## src/include/fetch_defs.svh

```systemverilog
// Shared constants of the instruction fetch front end
// Include in every file that needs the address width, the reset PC,
// the bubble instruction or the memory map of the instruction memory
`ifndef FETCH_DEFS_SVH
`define FETCH_DEFS_SVH

// Address and data width of the instruction bus
`define FETCH_AW 32

// Backing memory depth in 32-bit words
`define FETCH_MEM_WORDS 256

// First fetch address after reset
`define FETCH_RESET_PC 32'h0000_0000

// Bubble instruction, l.nop style encoding
`define FETCH_NOP 32'h1500_0000

// Region field sits in address bits 11:10
`define FETCH_REGION_LSB 10

// Region codes, valid only with all bits above the field clear
`define FETCH_RGN_MEM 2'b00
`define FETCH_RGN_UNMAPPED 2'b01
`define FETCH_RGN_PROTECTED 2'b10
`define FETCH_RGN_ABSENT 2'b11

`endif
```

## src/logic/fetch_pkg.sv

```systemverilog
// Types of the pipeline side of the fetch front end
// Imported by the PC generator, the fetch stage and the top level
package fetch_pkg;

	////////////////////
	// PC generator FSM
	////////////////////

	typedef enum logic [1:0] {
		// Out of reset, no request yet
		fs_idle      = 2'b00,
		// Request on the bus until ack or err
		fs_wait_resp = 2'b01,
		// Frozen, no request
		fs_hold      = 2'b10
	} fetch_state_e;

	////////////////////
	// Exception flags
	////////////////////

	// At most one bit set, and only with a valid delivery
	typedef struct packed {
		// Fetch from the unmapped region
		logic itlbmiss;
		// Fetch from the protected region
		logic immufault;
		// Fetch from the absent region
		logic ibuserr;
	} fetch_exc_t;

endpackage

```

## src/logic/ibus_pkg.sv

```systemverilog
// Types of the instruction bus
// Imported by the bus interface, the arbiter, the memory and the
// fetch stage; holds the fault tag and the requester identity
package ibus_pkg;

	////////////////////
	// Fault tag
	////////////////////

	// Returned with err, one code per faulting region
	typedef enum logic [1:0] {
		// Memory region, no fault
		itag_none       = 2'b00,
		// Unmapped region
		itag_tlb_miss   = 2'b01,
		// Protected region
		itag_page_fault = 2'b10,
		// Absent region or address above the map
		itag_bus_error  = 2'b11
	} itag_e;

	////////////////////
	// Requester identity
	////////////////////

	// Owner of the memory in a given cycle, used for response routing
	typedef enum logic {
		mst_fetch  = 1'b0,
		mst_loader = 1'b1
	} ibus_master_e;

endpackage

```

## src/logic/ibus_if.sv

```systemverilog
// Instruction bus between requesters, the arbiter and the memory
// One request phase (req, we, adr, wdat) and one response phase
// (ack, err, rdat, tag) one cycle after the accepting edge
`timescale 1ns/10ps
`include "fetch_defs.svh"

interface ibus_if import ibus_pkg::*; ();

	// Request phase
	logic                 req;
	logic                 we;
	logic [`FETCH_AW-1:0] adr;
	logic [31:0]          wdat;

	// Response phase
	logic [31:0]          rdat;
	logic                 ack;
	logic                 err;
	itag_e                tag;

	// Side that starts transfers
	modport requester (
		output req, we, adr, wdat,
		input  rdat, ack, err, tag
	);

	// Side that answers them
	modport responder (
		input  req, we, adr, wdat,
		output rdat, ack, err, tag
	);

endinterface

```

## src/logic/fetch_pc_gen.sv

```systemverilog
// Program counter and fetch sequencer
// Keeps one read outstanding on the instruction bus, steps the PC by 4
// on every completed fetch, stops issuing under freeze and restarts at
// the flush target, marking the abandoned response for the stage
`timescale 1ns/10ps
`include "fetch_defs.svh"

module fetch_pc_gen import fetch_pkg::*; (
	input  logic                 clk,
	input  logic                 rst_i,
	input  logic                 freeze_i,
	input  logic                 flush_i,
	input  logic [`FETCH_AW-1:0] flush_pc_i,
	output logic                 drop_resp_o,
	ibus_if.requester            bus
);

	fetch_state_e         state_q;
	logic [`FETCH_AW-1:0] pc_q;
	logic                 drop_q;
	logic                 resp_done;

	// Response for the current PC, not the one abandoned by a flush
	assign resp_done = (bus.ack | bus.err) & !drop_q;

	// Read only; request held for the whole wait state
	assign bus.req  = (state_q == fs_wait_resp);
	assign bus.we   = 1'b0;
	assign bus.adr  = pc_q;
	assign bus.wdat = '0;

	// Single cycle, memory answers exactly one edge after acceptance
	assign drop_resp_o = drop_q;

	always_ff @(posedge clk) begin
		if (rst_i) begin
			state_q <= fs_idle;
			pc_q    <= `FETCH_RESET_PC;
			drop_q  <= 1'b0;
		end else begin
			drop_q <= flush_i;
			if (flush_i) begin
				// Restart at word aligned target
				pc_q    <= {flush_pc_i[`FETCH_AW-1:2], 2'b00};
				state_q <= freeze_i ? fs_hold : fs_wait_resp;
			end else begin
				case (state_q)
					fs_idle: begin
						state_q <= freeze_i ? fs_hold : fs_wait_resp;
					end
					fs_wait_resp: begin
						// Next sequential word, err included
						if (resp_done) begin
							pc_q <= pc_q + `FETCH_AW'(4);
							if (freeze_i)
								state_q <= fs_hold;
						end
					end
					fs_hold: begin
						if (!freeze_i)
							state_q <= fs_wait_resp;
					end
					default: begin
						state_q <= fs_idle;
					end
				endcase
			end
		end
	end

endmodule

```

## src/flat_wrapper.sv

```systemverilog
// flat-port wrapper written by rule: the top's interface ports become plain ports
module fetch_pc_gen_flat import fetch_pkg::*;
  (clk, rst_i, freeze_i, flush_i, flush_pc_i, drop_resp_o, bus_req, bus_we, bus_adr, bus_wdat, bus_rdat, bus_ack, bus_err, bus_tag);
  ibus_if bus_i ();
  input  logic clk;
  input  logic rst_i;
  input  logic freeze_i;
  input  logic flush_i;
  input  logic [`FETCH_AW-1:0] flush_pc_i;
  output logic drop_resp_o;
  output wire logic [$bits(bus_i.req)-1:0] bus_req;
  output wire logic [$bits(bus_i.we)-1:0] bus_we;
  output wire logic [$bits(bus_i.adr)-1:0] bus_adr;
  output wire logic [$bits(bus_i.wdat)-1:0] bus_wdat;
  input wire logic [$bits(bus_i.rdat)-1:0] bus_rdat;
  input wire logic [$bits(bus_i.ack)-1:0] bus_ack;
  input wire logic [$bits(bus_i.err)-1:0] bus_err;
  input wire logic [$bits(bus_i.tag)-1:0] bus_tag;
  assign bus_req = bus_i.req;
  assign bus_we = bus_i.we;
  assign bus_adr = bus_i.adr;
  assign bus_wdat = bus_i.wdat;
  assign bus_i.rdat = bus_rdat;
  assign bus_i.ack = bus_ack;
  assign bus_i.err = bus_err;
  assign bus_i.tag = bus_tag;
  fetch_pc_gen u_core (.clk(clk), .rst_i(rst_i), .freeze_i(freeze_i), .flush_i(flush_i), .flush_pc_i(flush_pc_i), .drop_resp_o(drop_resp_o), .bus(bus_i));
endmodule
```

## config.mk

```make
export PLATFORM = sky130hd
export DESIGN_NAME = fetch_pc_gen_flat
export DESIGN_NICKNAME = d
export VERILOG_FILES = /design/src/logic/fetch_pkg.sv /design/src/logic/ibus_pkg.sv /design/src/logic/ibus_if.sv /design/src/logic/fetch_pc_gen.sv /design/src/flat_wrapper.sv
export VERILOG_INCLUDE_DIRS = /design/src /design/src/include
export SDC_FILE = /design/constraint.sdc
export NUM_CORES = 1
export LEC_CHECK = 0
export BUFFER_PORTS_ARGS = -buffer_cell sky130_fd_sc_hd__buf_2
export CORE_MARGIN = 4
export CORE_UTILIZATION = 40
export DETAILED_ROUTE_END_ITERATION = 8
export PLACE_DENSITY_LB_ADDON = 0.12
export SLEW_MARGIN = 20
export SYNTH_ARGS = -nofsm -noshare
export SYNTH_HDL_FRONTEND = slang
export SYNTH_SLANG_ARGS = --single-unit
export TNS_END_PERCENT = 10
```

## constraint.sdc

```tcl
create_clock -name clk -period 3.5 [get_ports clk]
set_input_delay 0.35 -clock clk [delete_from_list [all_inputs] [get_ports clk]]
set_output_delay 0.35 -clock clk [all_outputs]
set_load 0.005 [all_outputs]
```

==> results.md <==
* Comb pwr share at 16.1%
* WP buf/inv at 0
* Crit path DAT at 2.61 ns
* Fin. Hold Viols at 0
* CTS clk-pin slew, worst paths at 0.07 ns
* NetSw at 232.4 µW
* Clock Tree Buf Depth at 2
* Number of top-level pins at 139
* Ys Warns at 0
* Cts bufs inserted at 5
* Vias/cell at 4.782
* Register-to-Register Path Depth at 5
* Hold path depth at 3
* GR Util All Layers at 15.53%
* Hold_sp: flush_pc_i[29]
* Final WL at 5.069 mm
* Placer congestion estimate at 0.7349
* FILL cells at 548
* Ant. Diodes at 0
* Htree depth at 2
* Die area at 0.006597 mm²
* P&R area growth vs syn at 14.53%
* Worst-Skew Late Latency at 0.28 ns
* Total power draw at 841.2 µW
* Clock sink count at 33
* Initial Utilization at 41.72%
* Commonest cells after routing, fill and taps aside: buf_2, conb_1, dfxtp_1, inv_1, xnor2_1
* GRT overflow at 0
* Iteration-0 DRC Markers at 71
* Per-cell routed wire length at 12.70 µm
* Switching share of total power at 27.62%
* Clock power frac at 32.6%
* Most common cell after layout, fill and taps aside: buf_2
* CP Launch Point: u_core.bus.adr[4]
* First-pass GRT wire length at 7.997 mm
* Top-area cell type share of the netlist area at 30.81%
* Critical path capture point type: flip-flop
* CTS tree: built
* Post-CTS repair timing setup buffer count at 0
* Final Max Slew Viols at 0
* Height of the chip at 81.22 µm
* Area contributors post-synth: dfxtp_1, buf_4, xnor2_1
* Top delay family on crit path: simple AND/OR/NAND/NOR gates
* Worst path slowest cell: or3_1
* Layout Nets at 401
* Reg2reg setup slack at 1.12 ns
* Post-CTS sizing at 0
* Reg-to-Reg Start: u_core.bus.adr[4]
* Worst Tran Pin Value at 0.7832 ns
* Setup violations, final at 0
* Initial antenna violation count at 0
* Worst Path Class, Setup: flip-flop to flip-flop
* Period utilization at 68.14%
* Worst Hold Class: primary input to flip-flop
* Hold Path End: u_core.bus.adr[29]
* RSZ-0062 raised after global routing: no
* FF/Latch Area at 660.6 µm²
* Pin count of the biggest net entering global routing at 44
* Share of layout cells above drive strength 1 at 23.40%
* Synthesized area at 0.002145 mm²
* Leakage Power at 1.123 nW
* Pwr dens at 342.5 mW/mm²
* Vias at 1,908
* DRC Markers at 0
* Max_cap viols at 0
* Fin util at 47.78%
* Post-route ant nets at 0
* Setup_tns at 0 ns
* Synthesized area per cell at 7.943 µm²
* Placement Rows at 26
* Unique masters post-synth at 38
* Multi-input logic area at 0.001214 mm²
* Crit path max fanout at 11
* Final Skew at 0.004866 ns
* P_int at 608.9 µW
* Status: completed
* Post-DP HPWL at 3.678 mm
* Max Fclk at 419.3 MHz
* Slowest stage delay, CP at 0.54 ns
* Setup crit start kind: flip-flop
* Sequential share of power at 51.3%
* Port bufs at 67
* Max transition margin at 47.68%
* Post-Syn Instances at 270
* Seq/Total Area, Yosys at 30.81%
* Worst Path Required at 3.72 ns
* Core Area at 0.005140 mm²
* Fin crit period at 2.385 ns
* Area leader, netlist: dfxtp_1
* Crit-path cells: and4_1, nand4_1, or3_1, or4_1, nand3_1
* Max VDD drop at 0.1741 mV
* Clk root buf: clkbuf_8
* Seq cells post-synth at 33
* Hold buffers post-CTS at 0
* Reg-to-reg endpoint: u_core.bus.adr[27]
* Vias in the first global route at 1,705
* Die Wd at 81.22 µm
* Total iterations of the first detailed-routing run at 4
how the worst max path moves through the flow:
stage               slack, ns  cells after the start                 end
global placement         1.15                      5  u_core.bus.adr[27]
detailed placement       1.14                      5  u_core.bus.adr[27]
global route             0.98                      5  u_core.bus.adr[27]
floorplan                1.66                      5  u_core.bus.adr[30]
CTS                      1.12                      5  u_core.bus.adr[27]
finish                   1.12                      5  u_core.bus.adr[27]
cells by family (layout without fill, tap and decap cells):
| family | Yosys count | in the layout | share of synthesized area [%] |
|---|---|---|---|
| AO/OA/AOI/OAI | 45 | 45 | 13.42 |
| XOR/XNOR | 24 | 24 | 9.802 |
| adder cells (fa/ha/maj) | 1 | 1 | 0.5833 |
| buffers and inverters | 70 | 95 | 18.55 |
| flip-flops | 33 | 33 | 30.80 |
| multiplexers | 4 | 4 | 1.925 |
| other | 1 | 35 | 0.1749 |
| AND/OR/NAND/NOR | 92 | 92 | 24.74 |
worst reg2reg max path, cell delays in order, from the launching register on:
cell,delay (ns)
dfxtp_1,0.42
and4_1,0.33
nand4_1,0.48
or3_1,0.54
or4_1,0.47
nand3_1,0.08
synthesized netlist by cell type:
cell type  number
buf_4          35
dfxtp_1        33
inv_1          19
xnor2_1        18
nand2_1        16
a21oi_1        14
o21a_1         14
nand3_1        13
nor4_1         13
clkbuf_1       12
nand4_1        11
o21ai_0        10
and4_1          8
nor2_1          6
xor2_1          6
nor2b_1         5
nor3_1          5
and3_1          3
buf_2           3
mux2i_1         3
or3_1           3
a221oi_1        2
and2_1          2
nor3b_1         2
a2111oi_0       1
a32o_1          1
a32oi_1         1
and3b_1         1
buf_1           1
conb_1          1
ha_1            1
mux2_2          1
nand3b_1        1
o21ba_2         1
o21bai_1        1
or2_2           1
or4_1           1
or4_4           1
per-stage QoR:
| step | area, µm² | instances | setup slack, ns | hold slack [ns] |
|---|---|---|---|---|
| after floorplan | 2272 | 304 | 1.655 | 0.4331 |
| after global placement | 2376 | 391 | 1.151 | 0.5152 |
| after detailed placement | 2376 | 391 | 1.140 | 0.5171 |
| after CTS | 2456 | 399 | 1.123 | 0.2508 |
| after global routing | 2456 | 399 | 0.9765 | 0.2583 |
| final | 2456 | 399 | 1.115 | 0.2619 |
layout make-up:
| type | instances | share of cell area [%] |
|---|---|---|
| Multi-Input combinational cell | 201 | 49.41 |
| Sequential cell | 33 | 26.90 |
| Timing Repair Buffer | 68 | 13.96 |
| Tap cell | 70 | 3.566 |
| Clock buffer | 8 | 3.260 |
| Inverter | 19 | 2.904 |
power by group through the flow:
stage          registers [mW]  clock network, mW  logic, mW
6_report                0.432              0.274      0.135
5_1_grt                 0.436              0.306      0.156
4_1_cts                 0.431              0.288      0.137
3_5_place_dp            0.440                  0      0.136
3_3_place_gp            0.440                  0      0.135
2_1_floorplan           0.437                  0      0.105
registers in the layout, summed over array words and instances (netlist names):
register and cells:
u_core.bus.adr 30, u_core.state_q 2, u_core.drop_resp_o 1
metal layers:
layer	routed length, µm	part of all wire, %	track usage, %	vias to the layer above
met5	0	0	0	-
met4	55	1.1	4.561	0
met3	396	7.8	4.878	7
met2	2368	47	25.78	59
met1	2248	44	19.19	861
li1	-	-	-	981
No activity file was read; power rests on OpenSTA's default activity.
