### src/include/fetch_defs.svh
// Shared constants of the instruction fetch front end
// Include in every file that needs the address width, the reset PC,
// the bubble instruction or the memory map of the instruction memory
`ifndef FETCH_DEFS_SVH
`define FETCH_DEFS_SVH

// Address and data width of the instruction bus
`define FETCH_AW 32

// Backing memory depth in 32-bit words
`define FETCH_MEM_WORDS 256

// First fetch address after reset
`define FETCH_RESET_PC 32'h0000_0000

// Bubble instruction, l.nop style encoding
`define FETCH_NOP 32'h1500_0000

// Region field sits in address bits 11:10
`define FETCH_REGION_LSB 10

// Region codes, valid only with all bits above the field clear
`define FETCH_RGN_MEM 2'b00
`define FETCH_RGN_UNMAPPED 2'b01
`define FETCH_RGN_PROTECTED 2'b10
`define FETCH_RGN_ABSENT 2'b11

`endif
### src/logic/ibus_pkg.sv
// Types of the instruction bus
// Imported by the bus interface, the arbiter, the memory and the
// fetch stage; holds the fault tag and the requester identity
package ibus_pkg;

	////////////////////
	// Fault tag
	////////////////////

	// Returned with err, one code per faulting region
	typedef enum logic [1:0] {
		// Memory region, no fault
		itag_none       = 2'b00,
		// Unmapped region
		itag_tlb_miss   = 2'b01,
		// Protected region
		itag_page_fault = 2'b10,
		// Absent region or address above the map
		itag_bus_error  = 2'b11
	} itag_e;

	////////////////////
	// Requester identity
	////////////////////

	// Owner of the memory in a given cycle, used for response routing
	typedef enum logic {
		mst_fetch  = 1'b0,
		mst_loader = 1'b1
	} ibus_master_e;

endpackage

### src/logic/ibus_if.sv
// Instruction bus between requesters, the arbiter and the memory
// One request phase (req, we, adr, wdat) and one response phase
// (ack, err, rdat, tag) one cycle after the accepting edge
`timescale 1ns/10ps
`include "fetch_defs.svh"

interface ibus_if import ibus_pkg::*; ();

	// Request phase
	logic                 req;
	logic                 we;
	logic [`FETCH_AW-1:0] adr;
	logic [31:0]          wdat;

	// Response phase
	logic [31:0]          rdat;
	logic                 ack;
	logic                 err;
	itag_e                tag;

	// Side that starts transfers
	modport requester (
		output req, we, adr, wdat,
		input  rdat, ack, err, tag
	);

	// Side that answers them
	modport responder (
		input  req, we, adr, wdat,
		output rdat, ack, err, tag
	);

endinterface

### src/logic/ibus_arbiter.sv
// Fixed priority arbiter for the single instruction memory
// The loader strobe always takes the memory; the fetch request waits
// while the loader owns the bus or while its own response is in flight.
// The grant is registered so each response reaches its own requester
`timescale 1ns/10ps

module ibus_arbiter import ibus_pkg::*; (
	input logic       clk,
	ibus_if.responder fetch,
	ibus_if.responder load,
	ibus_if.requester mem
);

	logic         load_gnt;
	logic         fetch_gnt;
	logic         fetch_resp;
	logic         load_resp;
	ibus_master_e mst_q;

	// Response in this cycle belongs to the requester granted last edge
	assign fetch_resp = (mem.ack | mem.err) & (mst_q == mst_fetch);
	assign load_resp  = (mem.ack | mem.err) & (mst_q == mst_loader);

	// Loader first; fetch not re-forwarded while its answer is on the bus
	assign load_gnt  = load.req;
	assign fetch_gnt = fetch.req & !load.req & !fetch_resp;

	////////////////////
	// Request mux
	////////////////////

	assign mem.req  = load_gnt | fetch_gnt;
	assign mem.we   = load_gnt ? load.we   : fetch.we;
	assign mem.adr  = load_gnt ? load.adr  : fetch.adr;
	assign mem.wdat = load_gnt ? load.wdat : fetch.wdat;

	// Owner of the next response cycle
	always_ff @(posedge clk) begin
		mst_q <= load_gnt ? mst_loader : mst_fetch;
	end

	////////////////////
	// Response routing
	////////////////////

	// Data and tag shared, strobes steered
	assign fetch.rdat = mem.rdat;
	assign fetch.tag  = mem.tag;
	assign fetch.ack  = mem.ack & fetch_resp;
	assign fetch.err  = mem.err & fetch_resp;

	assign load.rdat  = mem.rdat;
	assign load.tag   = mem.tag;
	assign load.ack   = mem.ack & load_resp;
	assign load.err   = mem.err & load_resp;

endmodule

### src/flat_wrapper.sv
// flat-port wrapper written by rule: the top's interface ports become plain ports
module ibus_arbiter_flat import ibus_pkg::*;
  (clk, fetch_req, fetch_we, fetch_adr, fetch_wdat, fetch_rdat, fetch_ack, fetch_err, fetch_tag, load_req, load_we, load_adr, load_wdat, load_rdat, load_ack, load_err, load_tag, mem_req, mem_we, mem_adr, mem_wdat, mem_rdat, mem_ack, mem_err, mem_tag);
  ibus_if fetch_i ();
  ibus_if load_i ();
  ibus_if mem_i ();
  input logic clk;
  input wire logic [$bits(fetch_i.req)-1:0] fetch_req;
  input wire logic [$bits(fetch_i.we)-1:0] fetch_we;
  input wire logic [$bits(fetch_i.adr)-1:0] fetch_adr;
  input wire logic [$bits(fetch_i.wdat)-1:0] fetch_wdat;
  output wire logic [$bits(fetch_i.rdat)-1:0] fetch_rdat;
  output wire logic [$bits(fetch_i.ack)-1:0] fetch_ack;
  output wire logic [$bits(fetch_i.err)-1:0] fetch_err;
  output wire logic [$bits(fetch_i.tag)-1:0] fetch_tag;
  input wire logic [$bits(load_i.req)-1:0] load_req;
  input wire logic [$bits(load_i.we)-1:0] load_we;
  input wire logic [$bits(load_i.adr)-1:0] load_adr;
  input wire logic [$bits(load_i.wdat)-1:0] load_wdat;
  output wire logic [$bits(load_i.rdat)-1:0] load_rdat;
  output wire logic [$bits(load_i.ack)-1:0] load_ack;
  output wire logic [$bits(load_i.err)-1:0] load_err;
  output wire logic [$bits(load_i.tag)-1:0] load_tag;
  output wire logic [$bits(mem_i.req)-1:0] mem_req;
  output wire logic [$bits(mem_i.we)-1:0] mem_we;
  output wire logic [$bits(mem_i.adr)-1:0] mem_adr;
  output wire logic [$bits(mem_i.wdat)-1:0] mem_wdat;
  input wire logic [$bits(mem_i.rdat)-1:0] mem_rdat;
  input wire logic [$bits(mem_i.ack)-1:0] mem_ack;
  input wire logic [$bits(mem_i.err)-1:0] mem_err;
  input wire logic [$bits(mem_i.tag)-1:0] mem_tag;
  assign fetch_i.req = fetch_req;
  assign fetch_i.we = fetch_we;
  assign fetch_i.adr = fetch_adr;
  assign fetch_i.wdat = fetch_wdat;
  assign fetch_rdat = fetch_i.rdat;
  assign fetch_ack = fetch_i.ack;
  assign fetch_err = fetch_i.err;
  assign fetch_tag = fetch_i.tag;
  assign load_i.req = load_req;
  assign load_i.we = load_we;
  assign load_i.adr = load_adr;
  assign load_i.wdat = load_wdat;
  assign load_rdat = load_i.rdat;
  assign load_ack = load_i.ack;
  assign load_err = load_i.err;
  assign load_tag = load_i.tag;
  assign mem_req = mem_i.req;
  assign mem_we = mem_i.we;
  assign mem_adr = mem_i.adr;
  assign mem_wdat = mem_i.wdat;
  assign mem_i.rdat = mem_rdat;
  assign mem_i.ack = mem_ack;
  assign mem_i.err = mem_err;
  assign mem_i.tag = mem_tag;
  ibus_arbiter u_core (.clk(clk), .fetch(fetch_i), .load(load_i), .mem(mem_i));
endmodule
### config.mk
export PLATFORM = sky130hd
export DESIGN_NAME = ibus_arbiter_flat
export DESIGN_NICKNAME = d
export VERILOG_FILES = /design/src/logic/ibus_pkg.sv /design/src/logic/ibus_if.sv /design/src/logic/ibus_arbiter.sv /design/src/flat_wrapper.sv
export VERILOG_INCLUDE_DIRS = /design/src /design/src/include
export SDC_FILE = /design/constraint.sdc
export NUM_CORES = 1
export LEC_CHECK = 0
export BUFFER_PORTS_ARGS = -buffer_cell sky130_fd_sc_hd__buf_2
export CORE_AREA = 5 5 117 119
export DETAILED_ROUTE_END_ITERATION = 16
export DIE_AREA = 0 0 122 124
export RECOVER_POWER = 25
export SETUP_SLACK_MARGIN = 0.15
export SLEW_MARGIN = 30
export SYNTH_ARGS = -nofsm -noshare
export SYNTH_HDL_FRONTEND = slang
export SYNTH_SLANG_ARGS = --single-unit
export TNS_END_PERCENT = 10
### constraint.sdc
create_clock -name clk -period 0.8 [get_ports clk]
set_input_delay 0.08 -clock clk [delete_from_list [all_inputs] [get_ports clk]]
set_output_delay 0.08 -clock clk [all_outputs]
set_load 0.03 [all_outputs]
==> impl_metrics.env, run 1 <==
export IMPL_synth_seq_area_share_pct=1.32
export IMPL_grt_start_max_net_pins=11
export IMPL_first_pass_iters=4
export IMPL_die_height_um=124
export IMPL_detailedRoute_firstIterationViolations=59
export IMPL_antenna_found_initial=9
export IMPL_biggestRegsByFlops="u_core.mst_q (1)"
export IMPL_synth_edf_count=0
export IMPL_synth_area_um2=1520
export IMPL_final_core_util_pct=23.3
export IMPL_design_final_nets=460
export IMPL_seq_power_share_pct=2.5
export IMPL_timing_setup_critical_path_class="in -> out"
export IMPL_regMostFlops="u_core.mst_q"
export IMPL_final_routed_wirelength_across_all_metal_layers_um=9570
export IMPL_chipWidth_um=122
export IMPL_detail_route_drc_violations=0
export IMPL_detailroute_via_count=1617
export IMPL_detail_route_vias_per_cell=3.49
export IMPL_synth_lib_cells_used_distinct=10
export IMPL_timing_critical_path_arrival_ps=850
export IMPL_power_leakage_nw=1.60
export IMPL_crit_path_start_kind="input pin"
export IMPL_worst_slew_margin_rel_pct=88.7
export IMPL_effective_utilization_at_floorplan_pct=12.2
export IMPL_synth_cells=147
export IMPL_synth_area_leaders="sky130_fd_sc_hd__mux2_4, sky130_fd_sc_hd__buf_4, sky130_fd_sc_hd__mux2_2, sky130_fd_sc_hd__buf_6, sky130_fd_sc_hd__dfxtp_1"
export IMPL_worst_endpoint_required_ps=720
export IMPL_yosys_area_top_type_share_pct=38.6
export IMPL_vdd_ir_drop_max_uv=203
export IMPL_track_usage_pct=10.4
export IMPL_drv_max_cap_violation_count=0
export IMPL_post_layout_minimum_cycle_time_ps=927
export IMPL_wire_per_inst_um=20.7
export IMPL_ys_dominant_reg_cell="sky130_fd_sc_hd__dfxtp_1"
export IMPL_min_delay_path_depth=0
export IMPL_via_count_of_the_first_global_routing_pass=1721
export IMPL_finalSetupViolations=66
export IMPL_syn_avg_cell_area_um2=10.3
export IMPL_yosysTopAreaCell="sky130_fd_sc_hd__mux2_4"
export IMPL_synth_warnings=0
export IMPL_tns_ps=-6850
export IMPL_final_antenna_net_count=0
export IMPL_hold_violation_total_from_the_final_report=0
export IMPL_comb_power_share_pct=97.5
export IMPL_finalWorstSetupSlack_ps=-127
export IMPL_power_share_clock_pct=0
export IMPL_io_buffers=204
export IMPL_dp_hpwl_um=7620
export IMPL_largest_reg_flops=1
export IMPL_critical_path_peak_fanout=6
export IMPL_tightestPinTransition_ps=170
export IMPL_async_reset_ff_share_pct=0
export IMPL_cell_internal_pwr_w=0.00124
export IMPL_slew_violations=0
export IMPL_worst_setup_path_endpoint="mem_wdat[1]"
export IMPL_core_region_area_um2=12500
export IMPL_dieArea_um2=15100
export IMPL_grt_setup_unrepaired="true"
export IMPL_std_cell_rows=41
export IMPL_grt_first_pass_wirelength_um=11600
export IMPL_place_congestion=0.773
export IMPL_failed_checks="setup timing"
export IMPL_ys_top_cells_by_count="sky130_fd_sc_hd__buf_4, sky130_fd_sc_hd__mux2_4, sky130_fd_sc_hd__mux2_2, sky130_fd_sc_hd__buf_6"
export IMPL_top_level_ports=307
export IMPL_run_status="finished with violations"
export IMPL_syn_nets=316
export IMPL_drive_above_1_share_pct=99.3
export IMPL_synth_most_common_cell="sky130_fd_sc_hd__buf_4"
export IMPL_maximum_clock_frequency_ghz=1.08
export IMPL_hold_class="in -> out"
export IMPL_area_growth_pct=91.5
export IMPL_gr_total_overflow=0
export IMPL_post_route_period_util_pct=116
export IMPL_power_switching_w=0.00111
export IMPL_postCtsSetupBuffers=0
export IMPL_yosys_register_bits=1
export IMPL_critPathLaunch="load_req"
export IMPL_switching_share_pct=47.4
export IMPL_setup_worst_path_end_class="output port"
export IMPL_power_density_nw_per_um2=811
==> metal layers <==
metal,up-vias,track usage [%],part of all wire [%]
met2,129,16.4,45
met4,14,3.22,2.4
li1,723,-,-
met1,719,11.0,34
met3,32,7.49,18
met5,-,0,0.94
==> cell type report <==
| cell class | count | area (um2) |
|---|---|---|
| antenna | 2 | 5.00 |
| fill | 1366 | 9560 |
| multi-input combinational | 71 | 1010 |
| sequential | 1 | 21.3 |
| tap | 172 | 215 |
| timing repair buffer | 217 | 1650 |
==> cell usage in the layout, fill, tap and decap left out, types with 2 or more instances in the layout <==
cell,count
sky130_fd_sc_hd__buf_2,146
sky130_fd_sc_hd__mux2_4,61
sky130_fd_sc_hd__buf_6,61
sky130_fd_sc_hd__mux2_2,4
sky130_fd_sc_hd__buf_16,3
sky130_fd_sc_hd__clkbuf_16,3
sky130_fd_sc_hd__diode_2,2
sky130_fd_sc_hd__buf_8,2
sky130_fd_sc_hd__buf_12,2
==> timing repair <==
item | in CTS | in global routing
cloned | 2 | 3
gates resized for setup | 118 | 42
hold buffers | 0 | 0
endpoints found under the setup margin | 70 | 70
pin swaps | 1 | 0
==> worst max-delay path, stage by stage <==
cell	delay, ps
sky130_fd_sc_hd__buf_16	130
sky130_fd_sc_hd__clkbuf_16	160
sky130_fd_sc_hd__mux2_4	330
sky130_fd_sc_hd__buf_6	150
==> how the worst min path moves through the flow <==
stage,start,to
2_1_floorplan,load_req,u_core.mst_q$_DFF_P_
3_3_place_gp,mem_rdat[7],fetch_rdat[7]
3_5_place_dp,mem_rdat[7],fetch_rdat[7]
4_1_cts,mem_rdat[7],fetch_rdat[7]
5_1_grt,mem_rdat[22],fetch_rdat[22]
6_report,mem_rdat[28],fetch_rdat[28]
==> kinds of logic (layout without fill, tap and decap cells) <==
kind of cell,Yosys count,after routing,synth area share (%)
flip-flops,1,1,1.32
other,0,2,0
multiplexers,65,65,58.0
AO/OA/AOI/OAI,2,2,0.991
buffers and inverters,75,217,38.1
AND/OR/NAND/NOR,4,4,1.65
==> power by group through the flow <==
stage | registers [W] | clock network (W) | logic, W
after floorplan | 0.0000571 | 0 | 0.00174
after global placement | 0.0000570 | 0 | 0.00180
after detailed placement | 0.0000572 | 0 | 0.00178
after CTS | 0.0000578 | 0 | 0.00216
after global routing | 0.0000580 | 0.000000000167 | 0.00239
final | 0.0000583 | 0.000000000336 | 0.00230
==> per-stage QoR <==
stage,cell area [um2],power (W),instances,setup WS [ps],hold WS [ps]
2_1_floorplan,1560,0.00180,147,12.2,108
3_3_place_gp,2270,0.00185,456,-291,160
3_5_place_dp,2270,0.00184,456,-310,160
4_1_cts,2700,0.00221,458,-186,160
5_1_grt,2900,0.00245,462,-140,160
6_report,2900,0.00235,463,-127,160
No activity file was read; power rests on OpenSTA's default activity.
==> inputs of run 2 (changes only) <==
--- a/config.mk
+++ b/config.mk
@@ -6,12 +6,13 @@
 export SDC_FILE = /design/constraint.sdc
 export NUM_CORES = 1
 export LEC_CHECK = 0
+export ABC_AREA = 1
 export BUFFER_PORTS_ARGS = -buffer_cell sky130_fd_sc_hd__buf_2
-export CORE_AREA = 5 5 117 119
+export CORE_AREA = 5 5 116 118
 export DETAILED_ROUTE_END_ITERATION = 16
-export DIE_AREA = 0 0 122 124
+export DIE_AREA = 0 0 121 123
 export RECOVER_POWER = 25
-export SETUP_SLACK_MARGIN = 0.15
+export SETUP_SLACK_MARGIN = 0.05
 export SLEW_MARGIN = 30
 export SYNTH_ARGS = -nofsm -noshare
 export SYNTH_HDL_FRONTEND = slang
==> impl_metrics.env, run 2 <==
export IMPL_run_status="finished with violations"
export IMPL_failed_checks="setup timing"
export IMPL_wire_per_inst_um=12.5
export IMPL_std_cell_rows=41
export IMPL_ctsHoldBuffers=0
export IMPL_biggestRegsByFlops="u_core.mst_q (1)"
export IMPL_finish_cell_count_without_fillers=597
export IMPL_grt_start_max_net_pins=35
export IMPL_synth_warnings=0
export IMPL_timing_critical_path_arrival_ps=790
export IMPL_place_congestion=0.719
export IMPL_dieArea_um2=14900
export IMPL_placed_cells_incl_taps=592
export IMPL_layout_common_cells="sky130_fd_sc_hd__nand2_1, sky130_fd_sc_hd__buf_2, sky130_fd_sc_hd__buf_6"
export IMPL_drv_max_cap_violation_count=0
export IMPL_vdd_ir_drop_max_uv=467
export IMPL_chipWidth_um=121
export IMPL_area_growth_pct=98.2
export IMPL_fin_worst_hold_slack_ps=160
export IMPL_final_antenna_net_count=0
export IMPL_cell_internal_pwr_w=0.00104
export IMPL_finalWorstSetupSlack_ps=-72.4
export IMPL_finalPower_w=0.00220
export IMPL_power_density_nw_per_um2=779
export IMPL_grt_first_pass_wirelength_um=10300
export IMPL_final_routed_wirelength_across_all_metal_layers_um=7460
export IMPL_post_route_period_util_pct=109
export IMPL_yosys_area_top_type_share_pct=52.4
export IMPL_power_leakage_nw=1.74
export IMPL_drive_above_1_share_pct=56.7
export IMPL_power_switching_w=0.00116
export IMPL_comb_power_share_pct=97.5
export IMPL_top_level_ports=307
export IMPL_crit_path_start_kind="input pin"
export IMPL_syn_nets=460
export IMPL_design_final_nets=596
export IMPL_via_count_of_the_first_global_routing_pass=2069
export IMPL_synth_area_leaders="sky130_fd_sc_hd__nand2_1, sky130_fd_sc_hd__buf_4, sky130_fd_sc_hd__buf_6, sky130_fd_sc_hd__dfxtp_1, sky130_fd_sc_hd__inv_1"
export IMPL_post_layout_minimum_cycle_time_ps=872
export IMPL_detailedRoute_firstIterationViolations=29
export IMPL_detail_route_vias_per_cell=3.49
export IMPL_yosys_register_bits=1
export IMPL_dp_hpwl_um=5460
export IMPL_synth_cells=291
export IMPL_hold_violation_total_from_the_final_report=0
export IMPL_core_region_area_um2=12400
export IMPL_hold_class="in -> out"
export IMPL_regMostFlops="u_core.mst_q"
export IMPL_power_share_clock_pct=0
export IMPL_synth_area_um2=1430
export IMPL_grt_setup_unrepaired="true"
export IMPL_ys_top_cells_by_count="sky130_fd_sc_hd__nand2_1, sky130_fd_sc_hd__buf_4, sky130_fd_sc_hd__inv_1, sky130_fd_sc_hd__buf_6, sky130_fd_sc_hd__buf_2"
export IMPL_synth_lib_cells_used_distinct=9
export IMPL_worst_slew_margin_rel_pct=90.1
export IMPL_effective_utilization_at_floorplan_pct=11.5
export IMPL_finalSetupViolations=20
export IMPL_syn_avg_cell_area_um2=4.90
export IMPL_maximum_clock_frequency_ghz=1.15
export IMPL_setup_worst_path_end_class="output port"
export IMPL_die_height_um=123
export IMPL_track_usage_pct=8.59
export IMPL_detailroute_via_count=2084
export IMPL_first_pass_iters=4
export IMPL_detail_route_drc_violations=0
export IMPL_tightestPinTransition_ps=149
export IMPL_layout_commonest_cell="sky130_fd_sc_hd__nand2_1"
export IMPL_async_reset_ff_share_pct=0
export IMPL_critical_path_peak_fanout=8
export IMPL_antenna_cells=0
export IMPL_gr_total_overflow=0
export IMPL_antenna_found_initial=0
export IMPL_seq_power_share_pct=2.5
export IMPL_largest_reg_flops=1
export IMPL_ys_dominant_reg_cell="sky130_fd_sc_hd__dfxtp_1"
export IMPL_worst_endpoint_required_ps=720
export IMPL_switching_share_pct=52.7
export IMPL_io_buffers=204
export IMPL_synth_seq_area_share_pct=1.40
export IMPL_filler_cells=1366
export IMPL_synth_edf_count=0
export IMPL_timing_setup_critical_path_class="in -> out"
export IMPL_yosysTopAreaCell="sky130_fd_sc_hd__nand2_1"
export IMPL_slew_violations=0
export IMPL_synth_most_common_cell="sky130_fd_sc_hd__nand2_1"
-- run 2: cell count changes after synthesis, moves of 5 or more --
cell,previous run,this run
sky130_fd_sc_hd__nand2_1,0,199
sky130_fd_sc_hd__mux2_4,39,0
sky130_fd_sc_hd__mux2_2,26,0
sky130_fd_sc_hd__buf_4,68,75
sky130_fd_sc_hd__inv_1,0,5
-- run 2: cell families (layout without fill, tap and decap cells) --
family | Yosys count | after routing | synth area share, %
AND/OR/NAND/NOR | 201 | 201 | 52.9
buffers and inverters | 88 | 222 | 45.3
AO/OA/AOI/OAI | 1 | 1 | 0.351
flip-flops | 1 | 1 | 1.40
-- run 2: metrics by stage --
step	instance area (um2)	setup TNS [ps]	utilization [%]	worst slack [ps]
floorplan	1430	-16.8	-	-12.2
global placement	2130	-9370	17.3	-198
detailed placement	2130	-9670	17.3	-201
CTS	2810	-2530	22.8	-88.2
global route	2820	-3060	22.8	-110
finish	2820	-1050	22.8	-72.4
-- run 2: worst max-delay path: stages --
cell,delay [ps]
sky130_fd_sc_hd__buf_12,130
sky130_fd_sc_hd__inv_16,80
sky130_fd_sc_hd__buf_12,120
sky130_fd_sc_hd__buf_16,140
sky130_fd_sc_hd__nand2_1,50
sky130_fd_sc_hd__nand2_1,70
sky130_fd_sc_hd__buf_6,130
-- run 2: per-layer routing --
metal	wire length [um]	global-route usage (%)	vias to the layer above
li1	-	-	1055
met1	2460	8.77	844
met2	3800	16.8	141
met3	845	2.15	44
met4	354	3.19	0
met5	0	0	-
-- run 2: repair_timing --
item	in CTS	in global routing
pin swaps	23	6
gates resized for setup	170	13
endpoints found under the hold margin	0	0
gates cloned	4	0
setup buffers	2	0
setup endpoints to repair	70	70
-- run 2: cell type report --
| class | count | area, um2 | area share (%) |
|---|---|---|---|
| well taps | 172 | 215 | 7.62 |
| flip-flops and latches | 1 | 21.3 | 0.753 |
| multi-input cells | 202 | 853 | 30.2 |
| repair buffers | 216 | 1700 | 60.0 |
| inverters | 6 | 38.8 | 1.37 |
-- run 2: worst paths after layout --
path             to  slack, ps  cells past startpoint         start
max    mem_wdat[25]        -70                      7      load_req
min   load_rdat[30]        160                      0  mem_rdat[30]
-- run 2: power groups by stage --
stage / clock network, W / logic, W / registers, W
floorplan: 0 / 0.00158 / 0.0000557
global placement: 0 / 0.00158 / 0.0000552
detailed placement: 0 / 0.00159 / 0.0000554
CTS: 0 / 0.00215 / 0.0000560
global route: 0 / 0.00229 / 0.0000569
finish: 0 / 0.00214 / 0.0000559
