File: src/include/fetch_defs.svh
// Shared constants of the instruction fetch front end
// Include in every file that needs the address width, the reset PC,
// the bubble instruction or the memory map of the instruction memory
`ifndef FETCH_DEFS_SVH
`define FETCH_DEFS_SVH

// Address and data width of the instruction bus
`define FETCH_AW 32

// Backing memory depth in 32-bit words
`define FETCH_MEM_WORDS 256

// First fetch address after reset
`define FETCH_RESET_PC 32'h0000_0000

// Bubble instruction, l.nop style encoding
`define FETCH_NOP 32'h1500_0000

// Region field sits in address bits 11:10
`define FETCH_REGION_LSB 10

// Region codes, valid only with all bits above the field clear
`define FETCH_RGN_MEM 2'b00
`define FETCH_RGN_UNMAPPED 2'b01
`define FETCH_RGN_PROTECTED 2'b10
`define FETCH_RGN_ABSENT 2'b11

`endif
File: src/logic/fetch_pkg.sv
// Types of the pipeline side of the fetch front end
// Imported by the PC generator, the fetch stage and the top level
package fetch_pkg;

	////////////////////
	// PC generator FSM
	////////////////////

	typedef enum logic [1:0] {
		// Out of reset, no request yet
		fs_idle      = 2'b00,
		// Request on the bus until ack or err
		fs_wait_resp = 2'b01,
		// Frozen, no request
		fs_hold      = 2'b10
	} fetch_state_e;

	////////////////////
	// Exception flags
	////////////////////

	// At most one bit set, and only with a valid delivery
	typedef struct packed {
		// Fetch from the unmapped region
		logic itlbmiss;
		// Fetch from the protected region
		logic immufault;
		// Fetch from the absent region
		logic ibuserr;
	} fetch_exc_t;

endpackage

File: src/logic/ibus_pkg.sv
// Types of the instruction bus
// Imported by the bus interface, the arbiter, the memory and the
// fetch stage; holds the fault tag and the requester identity
package ibus_pkg;

	////////////////////
	// Fault tag
	////////////////////

	// Returned with err, one code per faulting region
	typedef enum logic [1:0] {
		// Memory region, no fault
		itag_none       = 2'b00,
		// Unmapped region
		itag_tlb_miss   = 2'b01,
		// Protected region
		itag_page_fault = 2'b10,
		// Absent region or address above the map
		itag_bus_error  = 2'b11
	} itag_e;

	////////////////////
	// Requester identity
	////////////////////

	// Owner of the memory in a given cycle, used for response routing
	typedef enum logic {
		mst_fetch  = 1'b0,
		mst_loader = 1'b1
	} ibus_master_e;

endpackage

File: src/logic/fetch_stage.sv
// Fetch stage toward the decoder
// Presents the fetched instruction and its PC, holds a response that
// lands during a pipeline freeze and replays it when the freeze lifts,
// puts a NOP bubble in place of errored, dropped or flushed fetches and
// turns the fault tag into the three exception flags
`timescale 1ns/10ps
`include "fetch_defs.svh"

module fetch_stage
	import ibus_pkg::*;
	import fetch_pkg::*;
(
	input  logic                 clk,
	input  logic                 rst_i,
	input  logic                 freeze_i,
	input  logic                 flush_i,
	input  logic                 drop_resp_i,
	input  logic                 resp_ack_i,
	input  logic                 resp_err_i,
	input  itag_e                resp_tag_i,
	input  logic [31:0]          resp_dat_i,
	input  logic [`FETCH_AW-1:0] resp_adr_i,
	output logic [31:0]          insn_o,
	output logic [`FETCH_AW-1:0] pc_o,
	output logic                 insn_valid_o,
	output fetch_exc_t           exc_o
);

	logic                 resp_live;
	logic                 save_insn;
	logic [31:0]          resp_insn;
	logic [`FETCH_AW-1:0] resp_pc;
	fetch_exc_t           exc_dec;

	// Hold register
	logic                 saved_q;
	logic [31:0]          insn_q;
	logic [`FETCH_AW-1:0] adr_q;
	fetch_exc_t           exc_q;

	////////////////////
	// Live response
	////////////////////

	// Ack or err for the current path only
	assign resp_live = (resp_ack_i | resp_err_i) & !drop_resp_i;

	// Errored fetch becomes a bubble
	assign resp_insn = resp_ack_i ? resp_dat_i : `FETCH_NOP;
	assign resp_pc   = {resp_adr_i[`FETCH_AW-1:2], 2'b00};

	// Tag decode, one flag per faulting region
	always_comb begin
		exc_dec.itlbmiss  = resp_err_i & (resp_tag_i == itag_tlb_miss);
		exc_dec.immufault = resp_err_i & (resp_tag_i == itag_page_fault);
		exc_dec.ibuserr   = resp_err_i & (resp_tag_i == itag_bus_error);
	end

	////////////////////
	// Hold under freeze
	////////////////////

	// Only one response can land per freeze
	assign save_insn = resp_live & freeze_i & !saved_q & !flush_i;

	// Flush wins, then a new save, then release on the first unfrozen edge
	always_ff @(posedge clk) begin
		if (rst_i)
			saved_q <= 1'b0;
		else if (flush_i)
			saved_q <= 1'b0;
		else if (save_insn)
			saved_q <= 1'b1;
		else if (!freeze_i)
			saved_q <= 1'b0;
	end

	// Captured instruction, address and flags
	always_ff @(posedge clk) begin
		if (save_insn) begin
			insn_q <= resp_insn;
			adr_q  <= resp_pc;
			exc_q  <= exc_dec;
		end
	end

	////////////////////
	// Decoder side
	////////////////////

	// Saved entry first, otherwise the bus response
	assign insn_valid_o = !freeze_i & !flush_i & (saved_q | resp_live);
	assign pc_o         = saved_q ? adr_q : resp_pc;

	always_comb begin
		if (flush_i)
			insn_o = `FETCH_NOP;
		else if (saved_q)
			insn_o = insn_q;
		else if (resp_live)
			insn_o = resp_insn;
		else
			insn_o = `FETCH_NOP;
	end

	// Flags travel only with a valid delivery
	always_comb begin
		if (!insn_valid_o)
			exc_o = '0;
		else if (saved_q)
			exc_o = exc_q;
		else
			exc_o = exc_dec;
	end

endmodule

File: config.mk
export PLATFORM = sky130hd
export DESIGN_NAME = fetch_stage
export DESIGN_NICKNAME = d
export VERILOG_FILES = /design/src/logic/fetch_pkg.sv /design/src/logic/ibus_pkg.sv /design/src/logic/fetch_stage.sv
export VERILOG_INCLUDE_DIRS = /design/src /design/src/include
export SDC_FILE = /design/constraint.sdc
export NUM_CORES = 1
export LEC_CHECK = 0
export BUFFER_PORTS_ARGS = -buffer_cell sky130_fd_sc_hd__buf_2
export CAP_MARGIN = 25
export CORE_AREA = 2 2 92 94
export CTS_BUF_LIST = sky130_fd_sc_hd__clkbuf_16
export CTS_CLUSTER_DIAMETER = 150
export DETAILED_ROUTE_END_ITERATION = 8
export DIE_AREA = 0 0 94 96
export MAX_ROUTING_LAYER = met4
export PLACE_DENSITY = 0.86
export SYNTH_ARGS = -nofsm -noshare
export SYNTH_HDL_FRONTEND = slang
export SYNTH_SLANG_ARGS = --single-unit
File: constraint.sdc
create_clock -name clk -period 11 [get_ports clk]
set_input_delay 2.2 -clock clk [delete_from_list [all_inputs] [get_ports clk]]
set_output_delay 2.2 -clock clk [all_outputs]
set_load 0.05 [all_outputs]
==> results_dict.tcl, run 1 <==
set metrics [dict create \
    dpl.hpwl_um 4880 \
    hold_crit_depth 2 \
    critical_path_class "input pin to primary output" \
    first_global_vias 2439 \
    timing.final.crit_period_ps 5920 \
    setup_tns_ps 0 \
    syn_area_per_cell_um2 12.9 \
    timing.critical_path.max_delay_family "buffers and inverters" \
    design.core.area_um2 8050 \
    crit_buf_inv 3 \
    synth_largest_area_cell "sky130_fd_sc_hd__edfxtp_1" \
    synth.yosys.seq_area_share 0.560 \
    layout-area-overhead-vs-synth_pct 28.5 \
    total_power_mw 0.716 \
    leakage_nw 1.73 \
    global_route_wire_length_before_repair_um 11300 \
    gp_routability_congestion 0.685 \
    setup.worst_path.end_class "primary output" \
    rows 33 \
    outcome "finished clean" \
    worst_hold_startpoint "saved_q" \
    max_clock_freq_mhz 169 \
    drive_gt1_frac 0.483 \
    die_height_um 96 \
    post_cts_hold_buffer_count 0 \
    max_cap_violations 0 \
    insertion_delay_of_the_later_clocked_pin_in_the_worst_skew_pair_ps 320 \
    crit_required_ps 8800 \
    floorplan.die.width_um 94 \
    layout.cells.most_common_list "sky130_fd_sc_hd__buf_2, sky130_fd_sc_hd__edfxtp_1, sky130_fd_sc_hd__nand2_1" \
    grt_overflow_total 0 \
    synth.distinct_cells 28 \
    r2r_cells 2 \
    route.antenna.remaining_nets 0 \
    routed_via_density 5.21 \
    finalHoldViolations 0 \
    cts_repair_resize_count 0 \
    pin_count 141 \
    clock_skew_ps 5.78 \
    numClockSinks 66 \
    tritoncts_clock_tree "done" \
    vias 2642 \
    r2r-start "saved_q" \
    initial_cell_density_of_the_core 0.437 \
    track_usage 0.166 \
    critical_path.cell_chain "buf_2 > buf_4 > o21bai_1 > a221oi_1 > buf_2" \
    min_to "saved_q" \
    final_core_utilization 0.562 \
    postSynthRegisterBits 66 \
    final_net_count 470 \
    critPathMaxFanout 65 \
    mostFrequentLayoutCell "sky130_fd_sc_hd__buf_2" \
    drc 0 \
    yosys_warning_total 0 \
    final_min_period_over_clock_period 0.538 \
    antenna_violations_before_repair 0 \
    yosys-top-cells-area "sky130_fd_sc_hd__edfxtp_1, sky130_fd_sc_hd__nand4bb_1, sky130_fd_sc_hd__mux2_2" \
    report.final.slew_viol_count 0 \
    dr.pass1.iters 4 \
    p_per_area_nw_per_um2 158 \
    multi_input_area_um2 1360 \
    cp_common_cell "sky130_fd_sc_hd__buf_2" \
    slew_headroom 0.332 \
    diode_count 0 \
    floorplan.die_area_um2 9020 \
    setup_repair_after_global_routing_missed_its_margin "false" \
    critical_path.startpoint_type "input pin" \
    cts_setup_buffers 0 \
    fillCellCount 702 \
    postRouteWirelength_um 7440 \
    cts_made_buffers 9 \
    ctsLongestPathBuffers 2 \
    regToRegSetupSlack_ps 9080 \
    worstPathArrival_ps 3720 \
    worst_pin_slew_ps 1000 \
    io_buffer_count 136 \
    ctsRootBufferMaster "sky130_fd_sc_hd__clkbuf_16" \
    hold_path_class "flip-flop to flip-flop" \
    htreeDepth 3 \
    post_synthesis_cell_area_um2 3520 \
    wl_per_cell_um 14.7 \
    crit_path_top_delay_cell "sky130_fd_sc_hd__buf_4" \
    critical_path.max_stage_delay_ps 440 \
    worst_ir_drop_vdd_v 0.0000682 \
    sequential_cell_area_um2 1980 \
    setup_violations 0 \
    portion_of_synthesized_cell_area_occupied_by_the_leading_cell_type 0.555 \
    reg2reg_to "adr_q[21]" \
    dr.first_iter.drc_count 92 \
    grt_start_max_net_pins 103 \
    clkTransAtPathRegs_ps 50 \
    syn_inst 273 \
]
## synthesized netlist by cell type (all sizes together)
cell type and n:
nor4b 3, a221oi 3, nor2 2, or2 1
nand2 34, and2 29, inv 2, clkbuf 13
edfxtp 65, nand4b 1, a2111oi 1, mux2 30
dfxtp 1, conb 1, nor4 1, nor2b 3
o21bai 4, nand2b 3, nand4bb 31, buf 14
a21oi 30, and3 1
## metrics by stage
| step | area (um2) | hold WS [ps] | std cells | worst slack (ps) |
|---|---|---|---|---|
| after global routing | 4520 | 1210 | 507 | 4880 |
| after floorplan | 3520 | 822 | 274 | 1670 |
| after CTS | 4520 | 1120 | 507 | 5050 |
| after detailed placement | 4180 | 1100 | 491 | 5060 |
| after global placement | 4180 | 1060 | 491 | 5110 |
| final | 4520 | 1090 | 507 | 5080 |
## registers in the layout, summed over array words and instances, names as in the netlist
name     count
adr_q       30
insn_q      32
exc_q        3
saved_q      1
## tightest hold or removal path: stages (launching register included)
cell and delay [ps]:
sky130_fd_sc_hd__dfxtp_4 630, sky130_fd_sc_hd__inv_1 300, sky130_fd_sc_hd__a2111oi_2 100
## metal layers
metal  vias up  GRT usage  part of all wire
met4         0     0.0580            0.0070
met1      1269      0.197              0.44
met5         -          -                 0
met3         6     0.0376             0.059
li1       1266          -                 -
met2       101      0.281              0.49
## area by class of cell
cell class / instances / area share
Clock inverter: 7 / 0.0263
Sequential cell: 66 / 0.437
Clock buffer: 9 / 0.0498
Timing Repair Buffer: 139 / 0.156
Inverter: 2 / 0.00166
Multi-Input combinational cell: 179 / 0.301
Tap cell: 105 / 0.0291
## power by group
group	internal [mW]	total (mW)	switching [mW]
sequential	0.284	0.289	0.00426
clock	0.221	0.324	0.103
combinational	0.0332	0.103	0.0700
total	0.539	0.716	0.177
## worst max path at each step
| stage | slack [ps] | cells past startpoint | start | endpoint |
|---|---|---|---|---|
| finish | 5080 | 5 | resp_ack_i | exc_o[1] |
| global route | 4880 | 5 | resp_ack_i | exc_o[0] |
| CTS | 5050 | 5 | resp_ack_i | exc_o[0] |
| detailed placement | 5060 | 5 | resp_ack_i | exc_o[0] |
| global placement | 5110 | 5 | resp_ack_i | exc_o[0] |
| floorplan | 1670 | 3 | resp_ack_i | adr_q[10] |
## cells by family (layout without fill, tap and decap cells)
family / count (synthesis) / in the layout / share of synthesized area
and+or+nand+nor: 109 / 109 / 0.222
muxes: 30 / 30 / 0.0960
buffers and inverters: 29 / 157 / 0.0558
other: 1 / 2 / 0.00107
AOI/OAI and AO/OA: 38 / 38 / 0.0647
DFF: 66 / 66 / 0.560
Power figures use the tool's default switching activity.
==> run 2, diff against run 1 <==
--- a/config.mk
+++ b/config.mk
@@ -8,13 +8,13 @@
 export LEC_CHECK = 0
 export BUFFER_PORTS_ARGS = -buffer_cell sky130_fd_sc_hd__buf_2
 export CAP_MARGIN = 25
-export CORE_AREA = 2 2 92 94
+export CORE_AREA = 2 2 93 95
 export CTS_BUF_LIST = sky130_fd_sc_hd__clkbuf_16
 export CTS_CLUSTER_DIAMETER = 150
 export DETAILED_ROUTE_END_ITERATION = 8
-export DIE_AREA = 0 0 94 96
+export DIE_AREA = 0 0 95 97
 export MAX_ROUTING_LAYER = met4
-export PLACE_DENSITY = 0.86
+export PLACE_DENSITY = 0.87
 export SYNTH_ARGS = -nofsm -noshare
 export SYNTH_HDL_FRONTEND = slang
 export SYNTH_SLANG_ARGS = --single-unit
==> constraint.sdc (replaced) <==
create_clock -name clk -period 4.8 [get_ports clk]
set_input_delay 0.96 -clock clk [delete_from_list [all_inputs] [get_ports clk]]
set_output_delay 0.96 -clock clk [all_outputs]
set_load 0.05 [all_outputs]
==> run 2 against run 1 <==
Power up 110%. Sequential power up 130%. Worst hold slack worse by 410 ps. Largest cell class unchanged. Largest power group is now registers. Highest routed layer unchanged.
==> results_dict.tcl, run 2 (synthesis gave the netlist of run 1 again) <==
set metrics [dict create \
    diode_count 0 \
    grt_overflow_total 0 \
    track_usage 0.169 \
    finalHoldViolations 0 \
    dr.first_iter.drc_count 85 \
    setup.worst_path.end_class "primary output" \
    leakage_nw 1.73 \
    cts_repair_resize_count 0 \
    max_cap_violations 0 \
    route.antenna.remaining_nets 0 \
    dr.pass1.iters 4 \
    report.final.slew_viol_count 0 \
    outcome "finished clean" \
    critical_path_class "input pin to primary output" \
    crit_required_ps 3840 \
    slew_headroom 0.514 \
    max_clock_freq_mhz 302 \
    critPathMaxFanout 39 \
    hold_crit_depth 2 \
    vias 2601 \
    place.detailed.instances 491 \
    regToRegSetupSlack_ps 3230 \
    floorplan.die_area_um2 9220 \
    gp_routability_congestion 0.694 \
    initial_cell_density_of_the_core 0.433 \
    ctsRootBufferMaster "sky130_fd_sc_hd__clkbuf_16" \
    critical_path.startpoint_type "input pin" \
    cts_made_buffers 9 \
    postRouteWirelength_um 7570 \
    layout.cells.most_common_list "sky130_fd_sc_hd__buf_2, sky130_fd_sc_hd__edfxtp_1, sky130_fd_sc_hd__nand2_1" \
    r2r-start "saved_q" \
    routed_via_density 5.12 \
    cts_setup_buffers 0 \
    htreeDepth 3 \
    max_flop_register "insn_q" \
    worst_ir_drop_vdd_v 0.000177 \
    layout-area-overhead-vs-synth_pct 27.7 \
    global_route_wire_length_before_repair_um 12100 \
    layout_top_registers "insn_q (32), adr_q (30), exc_q (3)" \
    worstPathArrival_ps 2350 \
    drc 0 \
    design.core.area_um2 8130 \
    final_net_count 471 \
    min_to "saved_q" \
    final_core_utilization 0.553 \
    clkTransAtPathRegs_ps 50 \
    grt_start_max_net_pins 103 \
    die_height_um 97 \
    p_per_area_nw_per_um2 336 \
    fillCellCount 691 \
    worst_pin_slew_ps 730 \
    first_global_vias 2567 \
    setup_violations 0 \
    tritoncts_clock_tree "done" \
    numClockSinks 66 \
    post_cts_hold_buffer_count 0 \
    largest_register_ffs 32 \
    final_min_period_over_clock_period 0.690 \
    timing.final.crit_period_ps 3310 \
    total_power_mw 1.51 \
    layoutNonFillerInstCount 508 \
    clock_skew_ps 4.19 \
    hold_path_class "flip-flop to flip-flop" \
    wl_per_cell_um 14.9 \
    ctsLongestPathBuffers 2 \
    floorplan.die.width_um 95 \
    pin_count 141 \
    setup_tns_ps 0 \
    drive_gt1_frac 0.476 \
    io_buffer_count 136 \
    setup_repair_after_global_routing_missed_its_margin "false" \
    antenna_violations_before_repair 0 \
    worst_hold_startpoint "saved_q" \
    mostFrequentLayoutCell "sky130_fd_sc_hd__buf_2" \
    insertion_delay_of_the_later_clocked_pin_in_the_worst_skew_pair_ps 320 \
    rows 33 \
    dpl.hpwl_um 4980 \
    reg2reg_to "insn_q[3]" \
    r2r_cells 2 \
]
run 2: per-layer routing:
layer,part of all wire,routed length (um),global-route usage
met3,0.053,399,0.0358
met1,0.43,3240,0.205
met5,0,0,-
met4,0.010,77,0.0502
met2,0.51,3860,0.282
run 2: layout make-up:
| class | count | area, um2 | area share |
|---|---|---|---|
| Clock buffer | 9 | 225 | 0.0501 |
| Clock inverter | 7 | 55.1 | 0.0122 |
| Inverter | 2 | 7.51 | 0.00167 |
| Multi-Input combinational cell | 179 | 1370 | 0.305 |
| Sequential cell | 66 | 1980 | 0.440 |
| Tap cell | 105 | 131 | 0.0292 |
| Timing Repair Buffer | 140 | 731 | 0.163 |
run 2: worst max path at each step:
stage	from	end	slack, ps	depth (start not counted)
after global placement	resp_ack_i	insn_o[6]	1490	5
after detailed placement	resp_ack_i	insn_o[7]	1480	5
after global routing	resp_ack_i	insn_o[10]	1310	5
after floorplan	resp_ack_i	adr_q[10]	980	3
after CTS	resp_ack_i	insn_o[7]	1470	5
final	resp_ack_i	insn_o[7]	1490	5
run 2: critical path, cell delays in order:
cell and delay, ps:
sky130_fd_sc_hd__buf_2 350, sky130_fd_sc_hd__buf_4 400, sky130_fd_sc_hd__nand4bb_1 140, sky130_fd_sc_hd__a21oi_1 190, sky130_fd_sc_hd__buf_2 290
run 2: through the flow:
step | instance area [um2] | setup slack, ps | hold WS [ps]
after global placement | 4190 | 1490 | 1070
after detailed placement | 4190 | 1480 | 1100
after global routing | 4490 | 1310 | 734
after floorplan | 3540 | 984 | 822
after CTS | 4470 | 1470 | 796
final | 4490 | 1490 | 674
run 2: power breakdown:
part	internal (mW)	switching [mW]
sequential	0.652	0.00443
combinational	0.0770	0.166
clock	0.392	0.217
total	1.12	0.388
==> run 3, diff against run 2 <==
--- a/config.mk
+++ b/config.mk
@@ -6,15 +6,16 @@
 export SDC_FILE = /design/constraint.sdc
 export NUM_CORES = 1
 export LEC_CHECK = 0
+export ABC_AREA = 1
 export BUFFER_PORTS_ARGS = -buffer_cell sky130_fd_sc_hd__buf_2
 export CAP_MARGIN = 25
-export CORE_AREA = 2 2 93 95
+export CORE_AREA = 2 2 92 94
 export CTS_BUF_LIST = sky130_fd_sc_hd__clkbuf_16
 export CTS_CLUSTER_DIAMETER = 150
 export DETAILED_ROUTE_END_ITERATION = 8
-export DIE_AREA = 0 0 95 97
+export DIE_AREA = 0 0 94 96
 export MAX_ROUTING_LAYER = met4
-export PLACE_DENSITY = 0.87
+export PLACE_DENSITY = 0.86
 export SYNTH_ARGS = -nofsm -noshare
 export SYNTH_HDL_FRONTEND = slang
 export SYNTH_SLANG_ARGS = --single-unit
==> constraint.sdc (replaced) <==
create_clock -name clk -period 3 [get_ports clk]
set_input_delay 0.6 -clock clk [delete_from_list [all_inputs] [get_ports clk]]
set_output_delay 0.6 -clock clk [all_outputs]
set_load 0.05 [all_outputs]
==> run 3 against run 2 <==
Via count rose by 8.7%. Critical path depth rose by 1. Register-to-register slack got worse by 2300 ps. Worst hold slack got worse by 200 ps. Power rose by 58%. Sequential cell count did not move. Non-clock buffer count rose by 2. Final area fell by 4.7%. Area after synthesis fell by 5.3%. Synthesized cell count rose by 37%.
==> results_dict.tcl, run 3 <==
set metrics [dict create \
    max_clock_freq_mhz 415 \
    post-route-worst-setup-slack_ps 592 \
    ctsLongestPathBuffers 2 \
    max_cap_violations 0 \
    design.core.area_um2 8050 \
    clock_skew_ps 5.66 \
    layout-area-overhead-vs-synth_pct 28.6 \
    grt.met2_usage 0.288 \
    synth_top_cells_by_count "sky130_fd_sc_hd__nand2_1, sky130_fd_sc_hd__edfxtp_1, sky130_fd_sc_hd__a21oi_1" \
    part_of_the_total_power_dissipated_in_sequential_elements 0.442 \
    diode_count 0 \
    critical_path_class "input pin to primary output" \
    drive_gt1_frac 0.355 \
    tritoncts_clock_tree "done" \
    max_flop_register "insn_q" \
    ctsRootBufferMaster "sky130_fd_sc_hd__clkbuf_16" \
    finalHoldViolations 0 \
    yosys-top-cells-area "sky130_fd_sc_hd__edfxtp_1, sky130_fd_sc_hd__nand2_1, sky130_fd_sc_hd__a21oi_1" \
    report.final.slew_viol_count 0 \
    syn_area_per_cell_um2 8.93 \
    pwr-share-comb 0.156 \
    yosys_warning_total 0 \
    floorplan.die.width_um 94 \
    drc 0 \
    crit_path_top_delay_cell "sky130_fd_sc_hd__buf_2" \
    final_net_count 574 \
    io_buffer_count 136 \
    layout.cells.most_common_list "sky130_fd_sc_hd__nand2_1, sky130_fd_sc_hd__buf_2, sky130_fd_sc_hd__edfxtp_1" \
    gp_routability_congestion 0.701 \
    globalRouteMet1Util 0.191 \
    hold_path_class "input pin to flip-flop" \
    synthMostInstantiatedCell "sky130_fd_sc_hd__nand2_1" \
    rows 33 \
    net-switching-power_mw 0.613 \
    first_global_vias 2543 \
    p_per_area_nw_per_um2 555 \
    crit_required_ps 2400 \
    postRouteWirelength_um 7280 \
    multi_input_area_um2 1020 \
    global_route_wire_length_before_repair_um 11400 \
    leakage_nw 2.04 \
    track_usage 0.168 \
    synth.distinct_cells 20 \
    grt-busiest-layer "met2" \
    routed_via_density 4.64 \
    setup.worst_path.end_class "primary output" \
    htreeDepth 3 \
    floorplan.die_area_um2 9020 \
    timing.final.crit_period_ps 2410 \
    critical_path.max_stage_delay_ps 460 \
    mostFrequentLayoutCell "sky130_fd_sc_hd__nand2_1" \
    final_min_period_over_clock_period 0.803 \
    initial_cell_density_of_the_core 0.414 \
    swShare 0.258 \
    cts_repair_resize_count 0 \
    synth_largest_area_cell "sky130_fd_sc_hd__edfxtp_1" \
    wl_per_cell_um 12.0 \
    setup_tns_ps 0 \
    power.share.clock 0.402 \
    place.detailed.instances 595 \
    setup_repair_after_global_routing_missed_its_margin "false" \
    antenna_violations_before_repair 0 \
    setup_violations 0 \
    layoutNonFillerInstCount 609 \
    die_height_um 96 \
    dominantRegCellSynth "sky130_fd_sc_hd__edfxtp_1" \
    syn_inst 373 \
    grt_overflow_total 0 \
    outcome "finished clean" \
    grtUsageMet3 0.0470 \
    reg2reg_to "adr_q[4]" \
    last_element_of_the_critical_path "exc_o[0]" \
    layout_top_registers "insn_q (32), adr_q (30), exc_q (3)" \
    total_power_mw 2.38 \
    pin_count 141 \
    r2r-start "saved_q" \
    whs_ps 470 \
    worstPathArrival_ps 1810 \
    placed_area_um2 4010 \
    regToRegSetupSlack_ps 960 \
    post_cts_hold_buffer_count 0 \
    cp_common_cell "sky130_fd_sc_hd__buf_2" \
    numClockSinks 66 \
    r2r_cells 7 \
    sequential_cell_area_um2 1970 \
    route.antenna.remaining_nets 0 \
    portion_of_synthesized_cell_area_occupied_by_the_leading_cell_type 0.586 \
    vias 2828 \
    cts_setup_buffers 0 \
    dpl.hpwl_um 5330 \
    synth.yosys.seq_area_share 0.592 \
    postSynthRegisterBits 66 \
    post-route-cell-area_um2 4280 \
    post_synthesis_cell_area_um2 3330 \
    worst_ir_drop_vdd_v 0.000262 \
    ys_async_sr_fraction 0 \
    final_core_utilization 0.532 \
    worst_pin_slew_ps 581 \
    insertion_delay_of_the_later_clocked_pin_in_the_worst_skew_pair_ps 320 \
    placement.setup.worst_slack_ps 564 \
    synth-edff-count 65 \
    largest_register_ffs 32 \
    dr.first_iter.drc_count 158 \
    intPower_mw 1.76 \
    slew_headroom 0.613 \
    critical_path.startpoint_type "input pin" \
    critical_path.cell_chain "buf_2 > o21ai_1 > nand2_1 > nand2_2 > nor2_1 > buf_2" \
    dr.pass1.iters 4 \
    fillCellCount 735 \
    critPathMaxFanout 34 \
    grt_start_max_net_pins 52 \
    clkTransAtPathRegs_ps 50 \
    cts_made_buffers 9 \
    cp-startpoint "resp_ack_i" \
]
[run 3: how the worst min path moves through the flow]
stage,start,endpoint,slack [ps],depth (start not counted)
after floorplan,saved_q,saved_q,620,3
after global placement,saved_q,saved_q,770,3
after detailed placement,saved_q,saved_q,790,3
after CTS,resp_adr_i[2],adr_q[2],460,1
after global routing,resp_adr_i[5],adr_q[5],460,1
final,resp_adr_i[6],adr_q[6],470,1
[run 3: logic make-up after synthesis]
group	share of synthesized area
DFF	0.592
muxes	0.00901
and+or+nand+nor	0.195
other	0.00113
AOI/OAI and AO/OA	0.100
buffers and inverters	0.103
[run 3: final cells by class]
| type | instances | share of cell area |
|---|---|---|
| inverter | 39 | 0.0342 |
| clock inverter | 5 | 0.0114 |
| timing repair buffer | 142 | 0.172 |
| clock buffer | 9 | 0.0526 |
| multi-input combinational | 243 | 0.239 |
| tap | 105 | 0.0307 |
| sequential | 66 | 0.460 |
[run 3: power by group through the flow]
stage / registers [mW] / clock network (mW) / logic [mW]
global route: 1.05 / 1.02 / 0.405
CTS: 1.05 / 0.976 / 0.375
global placement: 1.07 / 0 / 0.366
floorplan: 1.07 / 0 / 0.271
finish: 1.05 / 0.955 / 0.371
detailed placement: 1.07 / 0 / 0.375
[run 3: per-layer routing]
metal  vias up  part of all wire
li1       1451                 -
met1      1270              0.44
met2       101              0.50
met3         6             0.056
met4         0            0.0087
met5         -                 0
[run 3: worst max-delay path: cells and delay by family]
kind	cells	cell delay [ps]
AND/OR/NAND/NOR	3	310
AO/OA/AOI/OAI	1	140
buffers and inverters	2	740
